$ cat src/hdl/vc_fifo.sv
`timescale 1ns/100ps
`default_nettype none

module vc_fifo #(
  parameter type payload_t = logic [7:0],  // stored word
  parameter int  DEPTH     = 4             // number of entries
) (
  input  wire logic     clk,
  input  wire logic     rst_n_i,
  input  wire logic     push_i,   // write request
  input  wire payload_t data_i,   // write data
  input  wire logic     pop_i,    // read request
  output payload_t      data_o,   // head entry, always visible
  output logic          empty_o,
  output logic          full_o
);

  localparam int PTR_W = (DEPTH > 1) ? $clog2(DEPTH) : 1;
  localparam int CNT_W = $clog2(DEPTH + 1);

  payload_t         mem_q [DEPTH];  // circular storage
  logic [PTR_W-1:0] wr_ptr_q;       // next free slot
  logic [PTR_W-1:0] rd_ptr_q;       // head slot
  logic [CNT_W-1:0] count_q;        // occupancy
  logic             do_push;
  logic             do_pop;

  // wrap at DEPTH, which need not be a power of two
  function automatic logic [PTR_W-1:0] next_ptr(input logic [PTR_W-1:0] ptr);
    next_ptr = (ptr == PTR_W'(DEPTH - 1)) ? '0 : ptr + 1'b1;
  endfunction

  assign full_o  = (count_q == CNT_W'(DEPTH));
  assign empty_o = (count_q == '0);
  assign do_push = push_i && !full_o;   // push on full dropped
  assign do_pop  = pop_i && !empty_o;   // pop on empty dropped
  assign data_o  = mem_q[rd_ptr_q];     // show-ahead head

  always_ff @(posedge clk or negedge rst_n_i) begin
    if (!rst_n_i) begin
      wr_ptr_q <= '0;
      rd_ptr_q <= '0;
      count_q  <= '0;
    end else begin
      if (do_push) wr_ptr_q <= next_ptr(wr_ptr_q);
      if (do_pop)  rd_ptr_q <= next_ptr(rd_ptr_q);
      case ({do_push, do_pop})
        2'b10:   count_q <= count_q + 1'b1;
        2'b01:   count_q <= count_q - 1'b1;
        default: count_q <= count_q;  // both or neither, level unchanged
      endcase
    end
  end

  // storage, written only on accepted push
  always_ff @(posedge clk) begin
    if (do_push) mem_q[wr_ptr_q] <= data_i;
  end

endmodule

`default_nettype wire

$ cat config.mk
export PLATFORM = sky130hd
export DESIGN_NAME = vc_fifo
export DESIGN_NICKNAME = d
export VERILOG_FILES = /design/src/hdl/vc_fifo.sv
export SDC_FILE = /design/constraint.sdc
export NUM_CORES = 1
export LEC_CHECK = 0
export ABC_AREA = 0
export BUFFER_PORTS_ARGS = -buffer_cell sky130_fd_sc_hd__buf_2
export CAP_MARGIN = 10
export CORE_ASPECT_RATIO = 2
export CORE_MARGIN = 4
export CORE_UTILIZATION = 55
export CTS_CLUSTER_SIZE = 20
export DETAILED_ROUTE_END_ITERATION = 12
export PLACE_DENSITY = 0.8
export SKIP_CTS_REPAIR_TIMING = 1
export SYNTH_ARGS = -nofsm -noshare
export SYNTH_HDL_FRONTEND = slang
export SYNTH_SLANG_ARGS = --single-unit
$ cat constraint.sdc
create_clock -name clk -period 2.3 [get_ports clk]
set_input_delay 0 -clock clk [delete_from_list [all_inputs] [get_ports clk]]
set_output_delay 0 -clock clk [all_outputs]
set_load 0.02 [all_outputs]
== Word level (Yosys, flattened, before mapping) ==
Memory sizes are Yosys's and may differ from the RTL's.
Cells that the tools add are included.

* Register bits: 7
* Output and inout bits: 10
* Bits in writable memories: 32
* Bits of input ports: 12
* Memories: 1
* Logic and storage cells: 24

* Muxes and demuxes: 5
* Add/sub/neg operators: 4
* Eq/ne operators: 5
* Reduce and logical (&&, ||, !) cells: 6

{| class="wikitable"
|+ Memories
! name !! depth !! width !! rd ports !! clocked after memory_dff !! wr ports !! line !! RTL
|-
| mem_q || 4 || 8 || 1 || 0 || 1 || 21 || <nowiki>payload_t mem_q [DEPTH];</nowiki>
|}

{| class="wikitable"
|+ Operator list
! cell !! number
|-
| $eq A2 B2 Y1 const B || 3
|-
| $pmux W3 S2 || 1
|-
| $add A2 B1 Y2 const B || 2
|-
| $mux W2 || 2
|-
| $add A3 B1 Y3 const B || 1
|-
| $eq A3 B3 Y1 const B || 1
|-
| $logic_not A3 Y1 || 1
|-
| $sub A3 B1 Y3 const B || 1
|-
| $eq A2 B1 Y1 const B || 1
|-
| $logic_and A1 B1 Y1 || 2
|-
| $logic_not A1 Y1 || 2
|-
| $mux W1 || 2
|-
| $reduce_bool A2 Y1 || 1
|}

== Logic depth before layout (Yosys ltp) ==
* Depth in word-level cells: 5
* Gate-level depth with buffers: 9
* Mapped depth without buffers: 9

== Worst setup path after synthesis ==
OpenSTA, ideal clock, no wires.

* Path kind: reg2reg
* From: register count_q[0]
* To: register count_q[2]
* Buffers on the path: 0
* Path slack: 0.211 ns
* Stages on the path, launching flop included: 10
* Required time: 2.175 ns
* Period minus slack after synthesis: 2.089 ns
* Library setup time: 0.125 ns
* Arrival: 1.964 ns
* Cells stage by stage: dfrtp_1 > nor3_1 > nand2b_1 > inv_1 > ha_1 > inv_1 > fa_1 > xor2_1 > nor2_1 > xor2_1

* Cells in the longest elaborated chain, start to end: 5
* Elaborated cells on any way between the ends: 12
* Classes of those cells: 2 x add/sub; 3 x eq/ne; 1 x mux; 6 x reduce/logical

{| class="wikitable"
|+ Ends and longest elaborated chain
! item !! line !! RTL
|-
| start, declared || 24 || <nowiki>logic [CNT_W-1:0] count_q;</nowiki>
|-
| start signal, assigned || 48 || <nowiki>2'b10: count_q <= count_q + 1'b1;</nowiki>
|-
| start signal, assigned || 49 || <nowiki>2'b01: count_q <= count_q - 1'b1;</nowiki>
|-
| start signal, assigned || 50 || <nowiki>default: count_q <= count_q;</nowiki>
|-
| $logic_not A3 Y1 * || 34 || <nowiki>assign empty_o = (count_q == '0);</nowiki>
|-
| via empty_o || 14 || <nowiki>output logic empty_o,</nowiki>
|-
| $logic_not A1 Y1 * || 36 || <nowiki>assign do_pop = pop_i && !empty_o;</nowiki>
|-
| $logic_and A1 B1 Y1 * || 36 ||
|-
| via do_pop || 26 || <nowiki>logic do_pop;</nowiki>
|-
| $eq A2 B1 Y1 or $eq A2 B2 Y1 (tied branches) || 47 || <nowiki>case ({do_push, do_pop})</nowiki>
|-
| $pmux W3 S2 or $reduce_bool A2 Y1 (tied branches) || -- ||
|}

The timed path passes the listed nets; every way through them passes the cells marked *.
A chain may end at the register's enable or synchronous reset.

== Worst setup path after layout ==
* From: register count_q[1]
* To: register count_q[2]

* Cells in the longest elaborated chain, start to end: 5
* Elaborated cells on any way between the ends: 12
* Classes of those cells: 2 x add/sub; 3 x eq/ne; 1 x mux; 6 x reduce/logical

{| class="wikitable"
|+ Ends and longest elaborated chain
! item !! line
|-
| $eq A3 B3 Y1 or $logic_not A3 Y1 (tied branches) || 33, 34
|-
| $logic_not A1 Y1, on equally long branches || 35, 36
|-
| $logic_and A1 B1 Y1, on equally long branches || 35, 36
|-
| $eq A2 B1 Y1 or $eq A2 B2 Y1 (tied branches) || 47
|-
| $pmux W3 S2 or $reduce_bool A2 Y1 (tied branches) || --
|}

Several ways; a longest one is shown, not always the timed one.

==> reports/metrics.cfg <==
[drt]
post_drt_wl_per_cell_um = 18.46
ant_nets = 0
via_count = 839
drt_iter0_drc = 36
via_per_inst = 5.556
dr.pass1.iters = 4
drc = 0
routed_wl_um = 2788

[place]
dp_hpwl_um = 1908
gp_congestion = 0.6640
place_ws_ps = -12.01
port_buffers = 21

[synthesis]
synth_cell_types = 19
ys_seq_elements = 39
synth.top_cell.area_share_pct = 59.63
syn-cell-area_mm2 = 0.001612
yosysTopAreaCell = edfxtp_1
yosys-top-cells-area = edfxtp_1, mux4_2, dfrtp_1
yosys_warnings = 0
ys_seq_area_share_pct = 70.50
avgSynthCellArea_um2 = 19.42
synthCells = 83
syn_nets = 102

[pwr]
power_frac_comb_pct = 36.2
switchingPower_uw = 822.4
seq_power_share_pct = 44.9
peakVddDrop_v = 0.0008109
p_clk_share_pct = 18.8
p_leak_uw = 0.0007867
powerDensity_mw_per_mm2 = 1265
switching_share_pct = 33.28
cellInternalPower_uw = 1649

[critical_path]
startpoint_type = register
crit_family = simple AND/OR/NAND/NOR gates
critical_path.max_fanout = 3
r2r_start = count_q[1]
arrival_ps = 2420
path_class = register to register
slowest_stage = dfrtp_1
endpoint_kind = register
worstSetupStartpoint = count_q[1]
worstPathCellList = or3b_4, and2_4, inv_1, ha_2, inv_1, fa_2, xor2_1, nor2_1, xor2_1
critPathMaxStageDelay_ps = 410
required_ps = 2500
crit_buf_inv = 2

[clock_tree]
insertion_delay_ps = 280
root_buffer = clkbuf_8
cts-buffers-inserted = 5
htreeDepth = 2
clkSlewWorstSetupHoldPaths_ps = 70
clockBufferDepth = 2
cts_tree = yes
clkSinkCount = 39

[timing]
postLayoutSetupSlackWorst_ps = 84.02
fmax_mhz = 451.3
worstMarginPinSlew_ps = 585.1
clock_skew_ps = 2.902
final_hold_viol_count = 0
min_period_over_period_pct = 96.35
max-slew-margin-rel_pct = 60.99
setup_viol = 0
finalCriticalPeriod_ps = 2216
whs_ps = 77.49
drv_slew = 0

[floorplanning]
fp.dieH_um = 84.55
pin_count = 22
core_mm2 = 0.002770
die_area_mm2 = 0.003913
die_x_um = 46.28
initial_core_util_pct = 58.18
rows = 27

[finish]
nNetsFinal = 140
area_growth_pct = 21.20
seqCellArea_mm2 = 0.001136
drive_gt1_share_pct = 41.80
antenna_cells = 0
fillers = 180
multi_input_area_um2 = 441.7

[global_route]
overflow = 0
grt_max_degree = 13
grt_pass1_wl_um = 4319
use_met3_pct = 4.077
grt_pass1_vias = 907
grt_most_used_layer = met2
use_met2_pct = 25.63
grt_use_total_pct = 16.01
grt_util_met1_pct = 17.99
grt_antenna_before_repair = 0

[min_path]
hold_path_class = primary input to async pin

[job]
max_cap_violations = 0

[outcome]
outcome = finished clean

[power by group through the flow]
| stage | Combinational (uW) | Clock [uW] | Sequential, uW |
|---|---|---|---|
| after global placement | 794 | 0 | 1110 |
| final | 895 | 466 | 1110 |
| after floorplan | 693 | 0 | 1030 |
| after detailed placement | 848 | 0 | 1130 |
| after global routing | 985 | 499 | 1140 |
| after CTS | 852 | 476 | 1120 |
[cells by family (layout without fill, tap and decap cells)]
logic type                 Yosys count  after routing  share of synthesized area, %
DFF                                 39             39                         70.50
muxes                               13             13                         15.06
and+or+nand+nor                     11             11                         4.503
buffers and inverters               10             49                         2.406
adders and majority gates            7              7                         5.901
xor gates and xnor gates             3              3                         1.631
[layout make-up]
cell class                 instances  share of cell area, %
clock buffer                       7                  4.420
clock inverter                     1                 0.2562
inverter                           8                  1.537
multi-input combinational         34                  22.61
sequential                        39                  58.17
tap                               29                  1.858
timing repair buffer              33                  11.15
[final timing paths]
kind / endpoint / cells past startpoint / slack [ps]
worst max-delay path: count_q[2] / 9 / 80
worst min-delay path: rd_ptr_q[1] / 2 / 80
worst max register to register: count_q[2] / 9 / 80
worst min register to register: count_q[0] / 1 / 520
max in group asynchronous: wr_ptr_q[0] / 2 / 2070
min in group clk: wr_ptr_q[0] / 3 / 170
[placed cells by master, fill, tap and decap left out]
master         count
dfrtp_1            7
ha_1               5
mux2_2             2
clkbuf_1           1
mux2i_1            1
nor3_1             1
buf_2             21
clkbuf_8           6
and2_4             1
clkinv_2           1
inv_1              8
and3_2             4
xor2_1             2
edfxtp_1          32
nor2_1             3
mux4_2             8
xnor2_1            1
fa_2               1
nand2b_1           1
mux2_4             2
ha_2               1
or3b_4             1
buf_4              3
dlygate4sd3_1      9
[through the flow]
step | TNS (ps) | cell area, um2 | instances | util (%) | power, uW
floorplan | 0 | 1612 | 83 | - | 1721
global placement | 0 | 1744 | 131 | 62.96 | 1907
detailed placement | -12.01 | 1744 | 131 | 62.96 | 1982
CTS | -6.659 | 1836 | 139 | 66.26 | 2444
global route | -4.734 | 1953 | 151 | 70.51 | 2622
finish | 0 | 1953 | 151 | 70.51 | 2471
[flip-flops by register name, summed over array words and instances (netlist names)]
signal,count
mem_q,32
count_q,3
rd_ptr_q,2
wr_ptr_q,2
[cells in the mapped netlist]
master	instances
or3b_4	1
nor2_1	3
mux2_4	2
dfrtp_1	7
inv_1	8
xor2_1	2
ha_1	6
mux2_2	2
nand2b_1	1
mux4_2	8
mux2i_1	1
xnor2_1	1
nor3_1	1
and2_4	1
buf_1	1
and3_2	4
fa_1	1
edfxtp_1	32
buf_2	1
[layer usage]
metal / wire, um / up-vias
li1: - / 386
met1: 1012 / 419
met2: 1552 / 24
met3: 111 / 10
met4: 112 / 0
met5: 0 / -
Note: power is estimated with default switching activity, not from simulation.
