### config.mk
export PLATFORM = sky130hd
export DESIGN_NAME = input_module
export DESIGN_NICKNAME = d
export VERILOG_FILES = /design/src/hdl/noc_pkg.sv /design/src/hdl/input_module.sv /design/src/hdl/vc_fifo.sv
export VERILOG_INCLUDE_DIRS = /design/src /design/src/hdl
export SDC_FILE = /design/constraint.sdc
export NUM_CORES = 1
export LEC_CHECK = 0
export ABC_AREA = 1
export BUFFER_PORTS_ARGS = -buffer_cell sky130_fd_sc_hd__buf_4
export CORE_ASPECT_RATIO = 2
export CORE_MARGIN = 1
export CORE_UTILIZATION = 40
export CTS_CLUSTER_DIAMETER = 100
export DETAILED_ROUTE_END_ITERATION = 16
export SETUP_SLACK_MARGIN = 0.05
export SLEW_MARGIN = 40
export SYNTH_ARGS = -nofsm -noshare
export SYNTH_HDL_FRONTEND = slang
export SYNTH_HIERARCHICAL = 1
export SYNTH_SLANG_ARGS = --single-unit
### constraint.sdc
create_clock -name clk -period 3.3 [get_ports clk]
set_clock_uncertainty 0.1 [all_clocks]
set_input_delay 0.33 -clock clk [delete_from_list [all_inputs] [get_ports clk]]
set_output_delay 0.33 -clock clk [all_outputs]
set_load 0.05 [all_outputs]
### src/hdl/noc_settings.svh
`ifndef NOC_SETTINGS_SVH
`define NOC_SETTINGS_SVH

// router output port configuration

// virtual channels per link
`define N_VIRT_CHN     2

// payload bits carried by every flit
`define FLIT_DATA_W    32

`define VC_FIFO_DEPTH  4  // entries per input vc buffer
`define EGRESS_DEPTH   2  // entries in the egress buffer

// vc priority direction, 1 means highest vc index wins
`define H_PRIORITY     1

// pkt_size of a head that is also the last flit
`define MIN_SIZE_FLIT  0

`endif

### src/hdl/noc_pkg.sv
`default_nettype none

`include "noc_settings.svh"

package noc_pkg;

  // flit kinds seen on the link
  typedef enum logic [1:0] {
    HEAD_FLIT = 2'b00,  // opens packet, pkt_size valid
    BODY_FLIT = 2'b01,  // middle of packet
    TAIL_FLIT = 2'b10   // closes multi-flit packet
  } flit_type_t;

  // vc index, at least one bit wide
  typedef logic [$clog2((`N_VIRT_CHN > 1) ? `N_VIRT_CHN : 2)-1:0] vc_id_t;

  // flit as stored in the input buffers
  typedef struct packed {
    flit_type_t              type_f;    // head/body/tail
    logic [3:0]              pkt_size;  // flits after the head
    logic [`FLIT_DATA_W-1:0] data;      // payload
  } flit_t;

  // flit tagged with the vc it leaves on
  typedef struct packed {
    vc_id_t vc_id;  // output vc
    flit_t  flit;   // switched flit
  } egress_flit_t;

endpackage

`default_nettype wire

### src/hdl/input_module.sv
`timescale 1ns/100ps
`default_nettype none

`include "noc_settings.svh"

module input_module (
  input  wire logic            clk,
  input  wire logic            rst_n_i,
  // from link
  input  wire logic            in_valid_i,
  input  wire noc_pkg::vc_id_t in_vc_i,
  input  wire noc_pkg::flit_t  in_flit_i,
  output logic                 in_ready_o,
  // to output module
  output logic                 fin_valid_o,
  output noc_pkg::vc_id_t      fin_vc_o,
  output noc_pkg::flit_t       fin_flit_o,
  input  wire logic            fin_ready_i
);

  logic [`N_VIRT_CHN-1:0] vc_push;   // write steering
  logic [`N_VIRT_CHN-1:0] vc_pop;    // read steering
  logic [`N_VIRT_CHN-1:0] vc_empty;
  logic [`N_VIRT_CHN-1:0] vc_full;
  noc_pkg::flit_t         vc_head [`N_VIRT_CHN];  // per-vc head flit
  logic                   open_q;     // packet in progress
  noc_pkg::vc_id_t        open_vc_q;  // vc of that packet
  noc_pkg::vc_id_t        pick_vc;    // priority pick when idle
  logic                   pop_last;   // popped flit closes packet

  genvar v;
  generate
    for (v = 0; v < `N_VIRT_CHN; v++) begin : g_vc
      vc_fifo #(
        .payload_t (noc_pkg::flit_t),
        .DEPTH     (`VC_FIFO_DEPTH)
      ) u_vc_fifo (
        .clk     (clk),
        .rst_n_i (rst_n_i),
        .push_i  (vc_push[v]),
        .data_i  (in_flit_i),
        .pop_i   (vc_pop[v]),
        .data_o  (vc_head[v]),
        .empty_o (vc_empty[v]),
        .full_o  (vc_full[v])
      );

      assign vc_push[v] = in_valid_i && (in_vc_i == noc_pkg::vc_id_t'(v));
      assign vc_pop[v]  = fin_valid_o && fin_ready_i && (fin_vc_o == noc_pkg::vc_id_t'(v));
    end
  endgenerate

  assign in_ready_o = !vc_full[in_vc_i];  // room in the addressed vc

  // later hits override, so scan order sets the priority
  always_comb begin : vc_pick
    pick_vc = '0;
    if (`H_PRIORITY) begin
      for (int i = 0; i < `N_VIRT_CHN; i++) begin
        if (!vc_empty[i]) pick_vc = noc_pkg::vc_id_t'(i);  // highest wins
      end
    end else begin
      for (int i = `N_VIRT_CHN - 1; i >= 0; i--) begin
        if (!vc_empty[i]) pick_vc = noc_pkg::vc_id_t'(i);  // lowest wins
      end
    end
  end

  assign fin_vc_o    = open_q ? open_vc_q : pick_vc;  // stick to open packet
  assign fin_flit_o  = vc_head[fin_vc_o];
  assign fin_valid_o = !vc_empty[fin_vc_o];           // may starve mid-packet

  assign pop_last = (fin_flit_o.type_f == noc_pkg::TAIL_FLIT) ||
                    ((fin_flit_o.type_f == noc_pkg::HEAD_FLIT) &&
                     (fin_flit_o.pkt_size == 4'(`MIN_SIZE_FLIT)));

  always_ff @(posedge clk or negedge rst_n_i) begin
    if (!rst_n_i) begin
      open_q    <= 1'b0;
      open_vc_q <= '0;
    end else if (fin_valid_o && fin_ready_i) begin
      open_q    <= !pop_last;  // single-flit head never opens
      open_vc_q <= fin_vc_o;
    end
  end

endmodule

`default_nettype wire

### src/hdl/vc_fifo.sv
`timescale 1ns/100ps
`default_nettype none

module vc_fifo #(
  parameter type payload_t = logic [7:0],  // stored word
  parameter int  DEPTH     = 4             // number of entries
) (
  input  wire logic     clk,
  input  wire logic     rst_n_i,
  input  wire logic     push_i,   // write request
  input  wire payload_t data_i,   // write data
  input  wire logic     pop_i,    // read request
  output payload_t      data_o,   // head entry, always visible
  output logic          empty_o,
  output logic          full_o
);

  localparam int PTR_W = (DEPTH > 1) ? $clog2(DEPTH) : 1;
  localparam int CNT_W = $clog2(DEPTH + 1);

  payload_t         mem_q [DEPTH];  // circular storage
  logic [PTR_W-1:0] wr_ptr_q;       // next free slot
  logic [PTR_W-1:0] rd_ptr_q;       // head slot
  logic [CNT_W-1:0] count_q;        // occupancy
  logic             do_push;
  logic             do_pop;

  // wrap at DEPTH, which need not be a power of two
  function automatic logic [PTR_W-1:0] next_ptr(input logic [PTR_W-1:0] ptr);
    next_ptr = (ptr == PTR_W'(DEPTH - 1)) ? '0 : ptr + 1'b1;
  endfunction

  assign full_o  = (count_q == CNT_W'(DEPTH));
  assign empty_o = (count_q == '0);
  assign do_push = push_i && !full_o;   // push on full dropped
  assign do_pop  = pop_i && !empty_o;   // pop on empty dropped
  assign data_o  = mem_q[rd_ptr_q];     // show-ahead head

  always_ff @(posedge clk or negedge rst_n_i) begin
    if (!rst_n_i) begin
      wr_ptr_q <= '0;
      rd_ptr_q <= '0;
      count_q  <= '0;
    end else begin
      if (do_push) wr_ptr_q <= next_ptr(wr_ptr_q);
      if (do_pop)  rd_ptr_q <= next_ptr(rd_ptr_q);
      case ({do_push, do_pop})
        2'b10:   count_q <= count_q + 1'b1;
        2'b01:   count_q <= count_q - 1'b1;
        default: count_q <= count_q;  // both or neither, level unchanged
      endcase
    end
  end

  // storage, written only on accepted push
  always_ff @(posedge clk) begin
    if (do_push) mem_q[wr_ptr_q] <= data_i;
  end

endmodule

`default_nettype wire

# --- Yosys cells after proc, flatten, opt, wreduce, memory -nomap -nowiden ---
# Memories as Yosys holds them, arrays and structs flattened.
# Cells that the tools add are included.
word_totals:
  ff_bits: 16
  latch_bits: 0
  ram_bits: 304
  mem_bits_ro: 0
  inputBits: 43
  output_inout_bits: 41
  word_cells: 78
  memories: 2
mem_list:
  columns: ["name", "words", "word_bits", "read_ports", "rd_clocked_by_memory_dff", "wr", "line_no", "source"]
  rows:
  - ["g_vc[0].u_vc_fifo.mem_q", 4, 38, 1, 0, 1, "vc_fifo.sv:21", "payload_t mem_q [DEPTH];"]
  - ["g_vc[1].u_vc_fifo.mem_q", 4, 38, 1, 0, 1, "vc_fifo.sv:21", null]
classes:
  add_sub_neg: 8
  n_mul: 0
  n_div: 0
  n_lt_le_gt_ge: 3
  n_eq_ne: 11
  n_shift: 0
  n_mux: 19
  bitwise_logic: 3
  reduce_logical: 24
ops:
  columns: ["op", "count"]
  rows:
  - ["2-to-1 mux 38 bit", 3]
  - ["== test 2 bit, second input constant", 7]
  - ["case mux 3 bit (2 select lines)", 2]
  - ["logical AND 1 bit", 10]
  - ["2-to-1 mux 1 bit", 10]
  - ["adder 2 x 1 -> 2 bit, second input constant", 4]
  - ["2-to-1 mux 2 bit", 4]
  - ["logical NOT 1 bit", 7]
  - ["adder 3 x 1 -> 3 bit, second input constant", 2]
  - ["== test 3 bit, second input constant", 2]
  - ["logical NOT 3 bit", 2]
  - ["subtractor 3 x 1 -> 3 bit, second input constant", 2]
  - ["== test 2 x 1 -> 1 bit, second input constant", 2]
  - ["logical NOT 4 bit", 1]
  - ["< comparator 1 x 2 -> 1 bit, second input constant", 2]
  - ["nonzero test 2 bit", 2]
  - ["greater-or-equal comparator 2 bit, second input constant", 1]
  - ["logical NOT 2 bit", 1]
  - ["inverter 1 bit", 2]
  - ["inverter 1 -> 2 bit", 1]
  - ["logical OR 1 bit", 1]

# --- Longest topological paths before layout ---
# Gate-level depths: netlist of run 1.
logic_depth:
  depth_word: 11
  depth_mapped: 17

# --- By module ---
# Netlist of run 1, hierarchy kept.
modules_own_cells:
  columns: ["mod", "n_inst", "cells_per_inst", "area_per_inst_um2", "seq_area_each_um2"]
  rows:
  - ["vc_fifo", 2, 504, 6640.1, 4739.5]
  - ["input_module", 1, 154, 670.6, 50.0]

# --- Least setup slack after synthesis of run 1 ---
# OpenSTA, ideal clock, no wires.
synth_timing:
  kind: "reg-to-reg"
  from: "register g_vc[0].u_vc_fifo.count_q[0]"
  to: "memory g_vc[0].u_vc_fifo/mem_q[0][0] (netlist name) (enable)"
  setup_time_ns: 0.433
  arrival_ns: 2.310
  t_required_ns: 2.767
  path_slack_ns: 0.457
  stages_incl_launch_ff: 5
  period_less_slack_ns: 2.843
  path_cell_list: "dfrtp_1 inv_1 nand3_1 nand2_1 nor2_1"
synth_between:
  elab_chain_cells: 5
synth_lines:
  columns: ["item", "line_no", "source"]
  rows:
  - ["start: declaration", "vc_fifo.sv:24", "logic [CNT_W-1:0] count_q;"]
  - ["start signal: assignment", "vc_fifo.sv:48", "2'b10: count_q <= count_q + 1'b1;"]
  - ["start signal: assignment", "vc_fifo.sv:49", "2'b01: count_q <= count_q - 1'b1;"]
  - ["start signal: assignment", "vc_fifo.sv:50", "default: count_q <= count_q;"]
  - ["== test 3 bit", "vc_fifo.sv:33", "assign full_o = (count_q == CNT_W'(DEPTH));"]
  - ["logical NOT 1 bit", "vc_fifo.sv:35", "assign do_push = push_i && !full_o;"]
  - ["logical AND 1 bit", "vc_fifo.sv:35", null]
  - ["2-to-1 mux 1 bit", "vc_fifo.sv:57", "if (do_push) mem_q[wr_ptr_q] <= data_i;"]
  - ["2-to-1 mux 1 bit (not written as such)", "vc_fifo.sv:57", null]
  - ["end: declaration", "vc_fifo.sv:21", null]
# Every way passes these cells.

==> results of run 1 <==
[flip-flops by register name, indices dropped and copies added, names as in the netlist]
signal	flops
g_vc.u_vc_fifo/wr_ptr_q	4
open_q	1
open_vc_q	1
g_vc.u_vc_fifo/mem_q	304
g_vc.u_vc_fifo/count_q	6
g_vc.u_vc_fifo/rd_ptr_q	4
[Yosys cell counts]
cell type / instances / area share [%]
nor2_1: 18 / 0.48
fa_1: 2 / 0.29
inv_2: 3 / 0.081
inv_1: 191 / 5.1
nand4_1: 2 / 0.090
dfrtp_1: 16 / 2.9
nand2_1: 373 / 10
a21oi_1: 2 / 0.072
o21ai_2: 1 / 0.063
buf_2: 26 / 0.93
mux2i_1: 1 / 0.072
o211ai_1: 94 / 5.1
buf_6: 16 / 1.3
nand2_2: 3 / 0.13
nand3_1: 19 / 0.68
o21ai_0: 2 / 0.072
nand2_4: 2 / 0.16
edfxtp_1: 304 / 65
or2_0: 1 / 0.045
o211ai_2: 58 / 5.2
buf_4: 8 / 0.43
clkbuf_1: 6 / 0.16
ha_1: 12 / 1.1
xnor2_1: 2 / 0.13
[power breakdown]
part           total, mW  internal, mW  switching [mW]
registers           5.35          4.96           0.391
logic               6.87          2.04            4.83
clock network       3.11          1.74            1.38
total               15.3          8.73            6.60
[final cells by class]
type	instances	area (sq um)	area share [%]
Inverter	194	728	4.46
Tap cell	441	552	3.38
Sequential cell	320	9540	58.4
Multi-Input combinational cell	592	3360	20.6
Clock inverter	17	160	0.981
Antenna cell	1	2.50	0.0153
Clock buffer	32	694	4.25
Timing Repair Buffer	144	1290	7.92
[metrics by stage]
step / total power, mW / utilization [%]
2_1_floorplan: 10.4 / -
3_3_place_gp: 12.3 / 43.9
3_5_place_dp: 12.4 / 43.9
4_1_cts: 15.5 / 47.5
5_1_grt: 16.2 / 47.5
6_report: 15.3 / 47.5
[worst max path at each step]
stage | cells after the start | slack, ns | to | start
after floorplan | 4 | 0.46 | g_vc[0].u_vc_fifo/mem_q[0][0] | g_vc[0].u_vc_fifo/count_q[0]
after global placement | 9 | 0.88 | fin_flit_o[37] | g_vc[1].u_vc_fifo/count_q[0]
after detailed placement | 16 | 0.83 | g_vc[0].u_vc_fifo/count_q[2] | g_vc[1].u_vc_fifo/count_q[0]
after CTS | 9 | 0.27 | fin_flit_o[37] | g_vc[1].u_vc_fifo/count_q[0]
after global routing | 9 | 0.13 | fin_flit_o[37] | g_vc[1].u_vc_fifo/count_q[0]
final | 9 | 0.33 | fin_flit_o[37] | g_vc[1].u_vc_fifo/count_q[0]
[cells by family (layout without fill, tap and decap cells)]
| group | Yosys count | after routing |
|---|---|---|
| and+or+nand+nor | 418 | 418 |
| adders and majority gates | 14 | 14 |
| other | 0 | 1 |
| xor gates and xnor gates | 2 | 2 |
| DFF | 320 | 320 |
| buffers and inverters | 250 | 387 |
| muxes | 1 | 1 |
| AOI/OAI and AO/OA | 157 | 157 |
[worst reg2reg max path, stage by stage, from the launching register on]
cell and delay (ns):
dfrtp_1 0.39, inv_1 0.12, nand3_1 0.15, inv_1 0.12
nand2_2 0.09, nand2_4 0.06, nand2_1 0.06, nor2_1 0.20
nand2_1 0.13, inv_1 0.07, ha_1 0.16, inv_1 0.07
fa_1 0.38, nand2_1 0.10, nand3_1 0.08, nand2_1 0.06
nand2_1 0.04
[cells in the final DEF, fill, tap and decap left out, types with 3 or more instances in the layout]
cell type and instances:
buf_12 9, buf_4 95, bufinv_16 3, clkbuf_1 5, clkbuf_16 27, clkinv_1 5
clkinv_2 7, dfrtp_1 12, dlygate4sd3_1 40, edfxtp_1 304, ha_1 12, inv_1 191
inv_2 3, nand2_1 373, nand2_2 3, nand3_1 19, nor2_1 10, nor2_4 8
o211ai_1 94, o211ai_2 58
[metal layers]
| layer | global-route usage [%] | wire (um) |
|---|---|---|
| met4 | 6.89 | 842 |
| met3 | 2.05 | 1020 |
| met1 | 18.8 | 11500 |
| met5 | 0 | 0 |
| met2 | 33.7 | 16900 |
[what timing repair did]
action                                 4_1_cts  5_1_grt
resized for setup                            0        0
endpoints found under the hold margin      322        0
hold buffers                                40        0
==> results.json, run 1 <==
{
  "arrival_ns": 2.54,
  "fin_ws_ns": 0.329,
  "max_stage_delay_ns": 0.40,
  "worstRegToRegCells": 16,
  "cp_max_fo": 37,
  "period_share_pct": 90.0,
  "dieArea_sq_um": 35700,
  "cts_max_level": 1,
  "p_per_area_nw_per_um2": 939,
  "period_minus_slack_ns": 2.97,
  "grt_max_degree": 67,
  "grt_pass1_vias": 8547,
  "avgRoutedWirePerCell_um": 17.4,
  "start_util_pct": 40.6,
  "final_area_sq_um": 16300,
  "path_class": "reg -> out",
  "dp_slack_ns": 0.832,
  "cp-end-kind": "output pin",
  "slowest_stage": "o21ai_2",
  "worstPathRequired_ns": 2.87,
  "place.gp.congestion": 0.737,
  "cts_tree": "done",
  "synthMuxAreaShare_pct": 0.0717,
  "avgSynthCellArea_sq_um": 12.0,
  "clkTransAtPathRegs_ns": 0.06,
  "synthToLayoutAreaGrowth_pct": 17.1,
  "syn_inst": 1162,
  "dp_hpwl_um": 17800,
  "p_leak_nw": 6.62,
  "gr-total-overflow": 0,
  "min_to": "g_vc[0].u_vc_fifo/wr_ptr_q[1]",
  "seq_area_frac_synth_pct": 68.3,
  "synthSimpleGateAreaFrac_pct": 11.6,
  "place_area_sq_um": 15100,
  "clk_latency_ns": 0.55,
  "dieWidth_um": 134,
  "drc_errors": 0,
  "post-cts-setup-buffers": 0,
  "avgViaCountPerCell": 4.87,
  "syn_nets": 1219,
  "crit_chain": "inv_1 -> nand3_1 -> inv_1 -> inv_1 -> nand2_2 -> nand2_4 -> o21ai_2 -> inv_1 -> buf_4",
  "maxSlewHeadroom_pct": 47.2,
  "r2r_start": "g_vc[1].u_vc_fifo/count_q[0]",
  "rows": 96,
  "status": "finished, final reports clean",
  "critPathLaunchType": "flip-flop",
  "detailedRoute.firstIterationViolations": 543,
  "r2r-end": "g_vc[0].u_vc_fifo/count_q[2]",
  "cts_buffer_depth": 3,
  "dp.cells": 1651,
  "finalNetCount": 1336,
  "root_buffer": "clkbuf_16",
  "synth_fa_ha_area_share_pct": 1.36,
  "hold_depth": 5,
  "worst_pin_slew_ns": 0.792,
  "cts_buffers": 27,
  "boundaryPins": 84,
  "rsz0062_at_grt": "no",
  "die_y_um": 266,
  "ant_nets": 0,
  "grt_pass1_wl_um": 46800,
  "synth_area_sq_um": 14000,
  "hold_violations": 0,
  "n_fill_cell": 3100,
  "final_cells": 1741,
  "grt_util_all_layers_pct": 17.4,
  "layout-drive-gt1-share_pct": 17.1,
  "ys_warn_count": 6,
  "synth_top_family_by_area": "simple AND/OR/NAND/NOR gates",
  "peakVddDrop_mv": 0.766,
  "numClockSinks": 320,
  "drv_slew": 0,
  "coreArea_sq_um": 34400,
  "worst-r2r-setup-slack_ns": 0.81,
  "wirelength_um": 30200,
  "ys_types": 24,
  "tns_ns": 0,
  "critPathTopFamily": "simple AND/OR/NAND/NOR gates",
  "via_count": 8473,
  "holdWs_ns": 0.0603,
  "clock.fmax_ghz": 0.337,
  "setup_violations": 0,
  "antenna_found_initial": 1,
  "synth_compound_area_share_pct": 10.5,
  "hold_class": "in -> reg",
  "io_buffers": 83,
  "cap_viol_max_count": 0,
  "hp-start": "in_valid_i",
  "path_common_cell": "inv_1",
  "path_buf_inv": 5,
  "dr.pass1.iters": 5,
  "synth_xor_area_share_pct": 0.126,
  "ys_ff_latch": 320
}
Power figures use the tool's default switching activity.
==> run 2, diff against run 1 <==
CORE_UTILIZATION = 45   (was 40)
clock period = 3.02 ns   (was 3.3 ns; I/O delays follow)
==> results.json, run 2 (synthesis gave the netlist of run 1 again) <==
{
  "peakVddDrop_mv": 0.826,
  "clkTransAtPathRegs_ns": 0.07,
  "boundaryPins": 84,
  "diodes": 0,
  "crit_chain": "inv_1 -> nand3_1 -> inv_1 -> inv_1 -> nand2_2 -> nand2_4 -> o21ai_2 -> inv_1 -> buf_4",
  "cts_buffer_depth": 3,
  "place.gp.congestion": 0.782,
  "period_share_pct": 90.1,
  "via_count": 8595,
  "cp-end-kind": "output pin",
  "numClockSinks": 320,
  "path_common_cell": "inv_1",
  "rows": 90,
  "period_minus_slack_ns": 2.72,
  "dieArea_sq_um": 31800,
  "root_buffer": "clkbuf_16",
  "tns_ns": 0,
  "p_leak_nw": 6.70,
  "crit_start": "g_vc[1].u_vc_fifo/count_q[0]",
  "ant_nets": 0,
  "antenna_found_initial": 0,
  "worst_pin_slew_ns": 0.624,
  "path_buf_inv": 5,
  "avgViaCountPerCell": 5.13,
  "hold_violations": 0,
  "cts_buffers": 27,
  "status": "finished, final reports clean",
  "worstPathRequired_ns": 2.62,
  "grt_max_degree": 69,
  "grt_util_all_layers_pct": 19.5,
  "final_util_pct": 54.1,
  "multi_input_area_sq_um": 3360,
  "cp_max_fo": 37,
  "mostFrequentLayoutCells": "nand2_1, edfxtp_1, inv_1",
  "p_per_area_nw_per_um2": 1040,
  "clock.fmax_ghz": 0.368,
  "largest_register_ffs": 304,
  "setup_violations": 0,
  "wirelength_um": 30400,
  "slowest_stage": "dfrtp_1",
  "gr-total-overflow": 0,
  "cts_tree": "done",
  "dr.pass1.iters": 4,
  "maxSlewHeadroom_pct": 58.4,
  "die_y_um": 251,
  "dp_hpwl_um": 18200,
  "detailedRoute.firstIterationViolations": 398,
  "layout-drive-gt1-share_pct": 17.8,
  "cts_max_level": 1,
  "io_buffers": 83,
  "synthToLayoutAreaGrowth_pct": 17.5,
  "cap_viol_max_count": 0,
  "avgRoutedWirePerCell_um": 18.1,
  "clk_latency_ns": 0.54,
  "top_regs": "g_vc.u_vc_fifo/mem_q: 304 flops, g_vc.u_vc_fifo/count_q: 6 flops",
  "grt_pass1_vias": 8543,
  "critPathLaunchType": "flip-flop",
  "rsz0062_at_grt": "no",
  "regMostFlops": "g_vc.u_vc_fifo/mem_q",
  "arrival_ns": 2.32,
  "start_util_pct": 46.1,
  "hp-start": "in_valid_i",
  "r2r_start": "g_vc[1].u_vc_fifo/count_q[0]",
  "finalNetCount": 1344,
  "path_class": "reg -> out",
  "dieWidth_um": 127,
  "hold_class": "in -> reg",
  "drv_slew": 0,
  "coreArea_sq_um": 30300,
  "drc_errors": 0,
  "critPathTopFamily": "simple AND/OR/NAND/NOR gates",
  "final_common_cell": "nand2_1",
  "max_stage_delay_ns": 0.39,
  "n_fill_cell": 2546,
  "grt_pass1_wl_um": 46600,
  "seq_area_sq_um": 9540
}
run 2: worst reg2reg max path, stage by stage (launching register included):
cell	delay, ns
dfrtp_1	0.39
inv_1	0.12
nand3_1	0.14
inv_1	0.11
nand2_2	0.09
nand2_4	0.07
nand2_1	0.06
nor2_1	0.18
nand2_1	0.12
inv_1	0.07
ha_1	0.16
inv_1	0.07
fa_1	0.38
nand2_1	0.10
nand3_1	0.08
nand2_1	0.06
nand2_1	0.04
run 2: area by class of cell:
type                    instances  area share [%]
clock buffers                  40            4.98
clock inverters                 9           0.740
inverters                     194            4.44
multi-input cells             592            20.5
flip-flops and latches        320            58.2
well taps                     368            2.81
repair buffers                152            8.33
run 2: path summary, 6_finish.rpt:
| kind | end | slack (ns) | cells past startpoint |
|---|---|---|---|
| min in group asynchronous | g_vc[0].u_vc_fifo/count_q[2] | 0.10 | 2 |
| max reg2reg | g_vc[0].u_vc_fifo/count_q[2] | 0.58 | 16 |
| max in group asynchronous | g_vc[0].u_vc_fifo/rd_ptr_q[0] | 2.51 | 2 |
| min reg2reg | g_vc[1].u_vc_fifo/count_q[0] | 0.39 | 1 |
| max | fin_flit_o[37] | 0.30 | 9 |
| min | g_vc[0].u_vc_fifo/wr_ptr_q[0] | 0.05 | 5 |
run 2: what timing repair did:
action,CTS,global route
resized for setup,0,1
hold buffers,40,0
endpoints found under the setup margin,0,4
endpoints found under the hold margin,321,0
buffers inserted,0,1
run 2: metrics by stage:
| step | instances | worst slack (ns) | cell area [sq um] | power [mW] | hold WS (ns) |
|---|---|---|---|---|---|
| 3_3_place_gp | 1585 | 0.648 | 15000 | 13.4 | 0.0777 |
| 6_report | 1675 | 0.300 | 16400 | 17.1 | 0.0501 |
| 5_1_grt | 1675 | 0.0995 | 16400 | 18.0 | 0.0736 |
| 4_1_cts | 1674 | 0.0819 | 16400 | 17.2 | 0.0298 |
| 3_5_place_dp | 1585 | 0.602 | 15000 | 13.5 | 0.0840 |
| 2_1_floorplan | 1162 | 0.177 | 14000 | 11.3 | -0.0936 |
run 2: power breakdown:
part           switching, mW  internal (mW)
registers              0.309           5.42
clock network           1.52           2.13
logic                   5.40           2.29
run 2: per-layer routing:
| layer | wire, um | GRT usage, % | vias up |
|---|---|---|---|
| li1 | - | - | 4166 |
| met1 | 12200 | 22.1 | 4247 |
| met2 | 16500 | 37.3 | 140 |
| met3 | 944 | 2.06 | 42 |
| met4 | 710 | 6.40 | 0 |
| met5 | 0 | 0 | - |
==> run 3, diff against run 2 <==
clock period = 3 ns   (was 3.02 ns; I/O delays follow)
==> results.json, run 3 (synthesis gave the netlist of run 1 again) <==
{
  "status": "finished, final reports clean",
  "worst_pin_slew_ns": 0.626,
  "largest_register_ffs": 304,
  "peakVddDrop_mv": 0.732,
  "period_share_pct": 93.1,
  "diodes": 0,
  "n_fill_cell": 2570,
  "path_class": "reg -> out",
  "dr.pass1.iters": 6,
  "clock.fmax_ghz": 0.358,
  "avgViaCountPerCell": 5.14,
  "setup_violations": 0,
  "final_area_sq_um": 16300,
  "path_buf_inv": 2,
  "r2r-end": "g_vc[0].u_vc_fifo/count_q[2]",
  "hold_depth": 5,
  "place.gp.congestion": 0.758,
  "start_util_pct": 46.1,
  "clk_latency_ns": 0.55,
  "synthToLayoutAreaGrowth_pct": 16.7,
  "cts_buffer_depth": 3,
  "cp-end-kind": "output pin",
  "root_buffer": "clkbuf_16",
  "cap_viol_max_count": 0,
  "final_common_cell": "nand2_1",
  "ant_nets": 0,
  "dieWidth_um": 127,
  "r2r_start": "g_vc[1].u_vc_fifo/count_q[0]",
  "via_count": 8599,
  "p_per_area_nw_per_um2": 1040,
  "mostFrequentLayoutCells": "nand2_1, edfxtp_1, inv_1",
  "die_y_um": 251,
  "cp_max_fo": 48,
  "max_stage_delay_ns": 0.81,
  "drv_slew": 0,
  "critPathLaunchType": "flip-flop",
  "dieArea_sq_um": 31800,
  "slowest_stage": "dfrtp_4",
  "coreArea_sq_um": 30300,
  "hp-start": "in_valid_i",
  "crit_chain": "buf_12 -> o211ai_1 -> nand2_1 -> nand2_1 -> nand2_1 -> buf_4",
  "arrival_ns": 2.39,
  "boundaryPins": 84,
  "dp_hpwl_um": 18100,
  "worstRegToRegCells": 16,
  "cts_tree": "done",
  "path_common_cell": "nand2_1",
  "io_buffers": 83,
  "antenna_found_initial": 0,
  "finalNetCount": 1341,
  "avgRoutedWirePerCell_um": 18.2,
  "hold_class": "in -> reg",
  "post-cts-setup-buffers": 0,
  "grt_pass1_vias": 8474,
  "tns_ns": 0,
  "detailedRoute.firstIterationViolations": 545,
  "grt_max_degree": 57,
  "regMostFlops": "g_vc.u_vc_fifo/mem_q",
  "grt_pass1_wl_um": 47100,
  "maxSlewHeadroom_pct": 58.2,
  "grt_util_all_layers_pct": 19.6,
  "period_minus_slack_ns": 2.79,
  "hold_violations": 0,
  "place_area_sq_um": 15000,
  "top_regs": "g_vc.u_vc_fifo/mem_q: 304 flops, g_vc.u_vc_fifo/count_q: 6 flops",
  "numClockSinks": 320,
  "drc_errors": 0,
  "worst-r2r-setup-slack_ns": 0.53,
  "gr-total-overflow": 0,
  "cts_buffers": 27,
  "min_to": "g_vc[0].u_vc_fifo/wr_ptr_q[0]",
  "rows": 90,
  "wirelength_um": 30400,
  "worstPathRequired_ns": 2.60,
  "clkTransAtPathRegs_ns": 0.07,
  "cts_max_level": 1,
  "layout-drive-gt1-share_pct": 17.3,
  "p_leak_nw": 6.64,
  "rsz0062_at_grt": "no",
  "critPathTopFamily": "flip-flops"
}
==> run 3: cell types whose count changed in the layout (fill, tap and decap cells not counted), sizes merged <==
cell,change
inv,+1
clkbuf,-5
clkinv,+5
buf,-3
==> run 3: cell type report <==
class | instances | area [sq um] | area share, %
tap | 368 | 460 | 2.83
inverter | 194 | 728 | 4.47
timing repair buffer | 149 | 1320 | 8.13
clock inverter | 15 | 151 | 0.930
multi-input combinational | 592 | 3370 | 20.7
sequential | 320 | 9540 | 58.6
clock buffer | 35 | 706 | 4.34
==> run 3: worst max path at each step <==
stage	endpoint	startpoint	cells past startpoint	slack, ns
after floorplan	g_vc[0].u_vc_fifo/mem_q[0][0]	g_vc[0].u_vc_fifo/count_q[0]	4	0.16
after global placement	g_vc[0].u_vc_fifo/count_q[2]	g_vc[1].u_vc_fifo/count_q[0]	16	0.62
after detailed placement	g_vc[0].u_vc_fifo/count_q[2]	g_vc[1].u_vc_fifo/count_q[0]	16	0.57
after CTS	fin_flit_o[37]	g_vc[1].u_vc_fifo/count_q[0]	10	0.08
after global routing	fin_flit_o[25]	g_vc[1].u_vc_fifo/rd_ptr_q[0]	7	0.06
final	fin_flit_o[8]	g_vc[0].u_vc_fifo/rd_ptr_q[0]	6	0.21
==> run 3: metal layers <==
layer  vias up  track usage [%]  wire (um)
met4         0             6.95        809
li1       4160                -          -
met1      4209             23.1      12200
met3        58             2.06       1030
met2       172             36.7      16300
met5         -                0          0
==> run 3: tightest hold or removal path, cell delays in order <==
cell	delay (ns)
buf_4	0.12
inv_1	0.04
nor2_1	0.05
nand3_1	0.08
nand2_1	0.05
==> run 3: through the flow <==
stage	util [%]	hold WS, ns	std cells	worst slack (ns)	total power, mW
after CTS	53.7	0.0154	1673	0.0842	17.1
after global placement	49.5	0.0789	1583	0.619	13.5
after floorplan	-	-0.0956	1162	0.157	11.4
after detailed placement	49.5	0.0773	1583	0.574	13.6
after global routing	53.7	0.0463	1673	0.0557	17.9
final	53.7	0.0328	1673	0.206	16.9
==> run 3: what timing repair did <==
item	CTS	global route
hold buffers	40	0
endpoints found under the setup margin	0	19
resized for setup	0	2
endpoints found under the hold margin	322	0
==> run 3: report_power, final <==
group	switching, mW	total (mW)	leakage [nW]	internal [mW]
combinational	5.36	7.64	3.28	2.28
sequential	0.376	5.83	2.95	5.45
clock	1.54	3.46	0.419	1.92
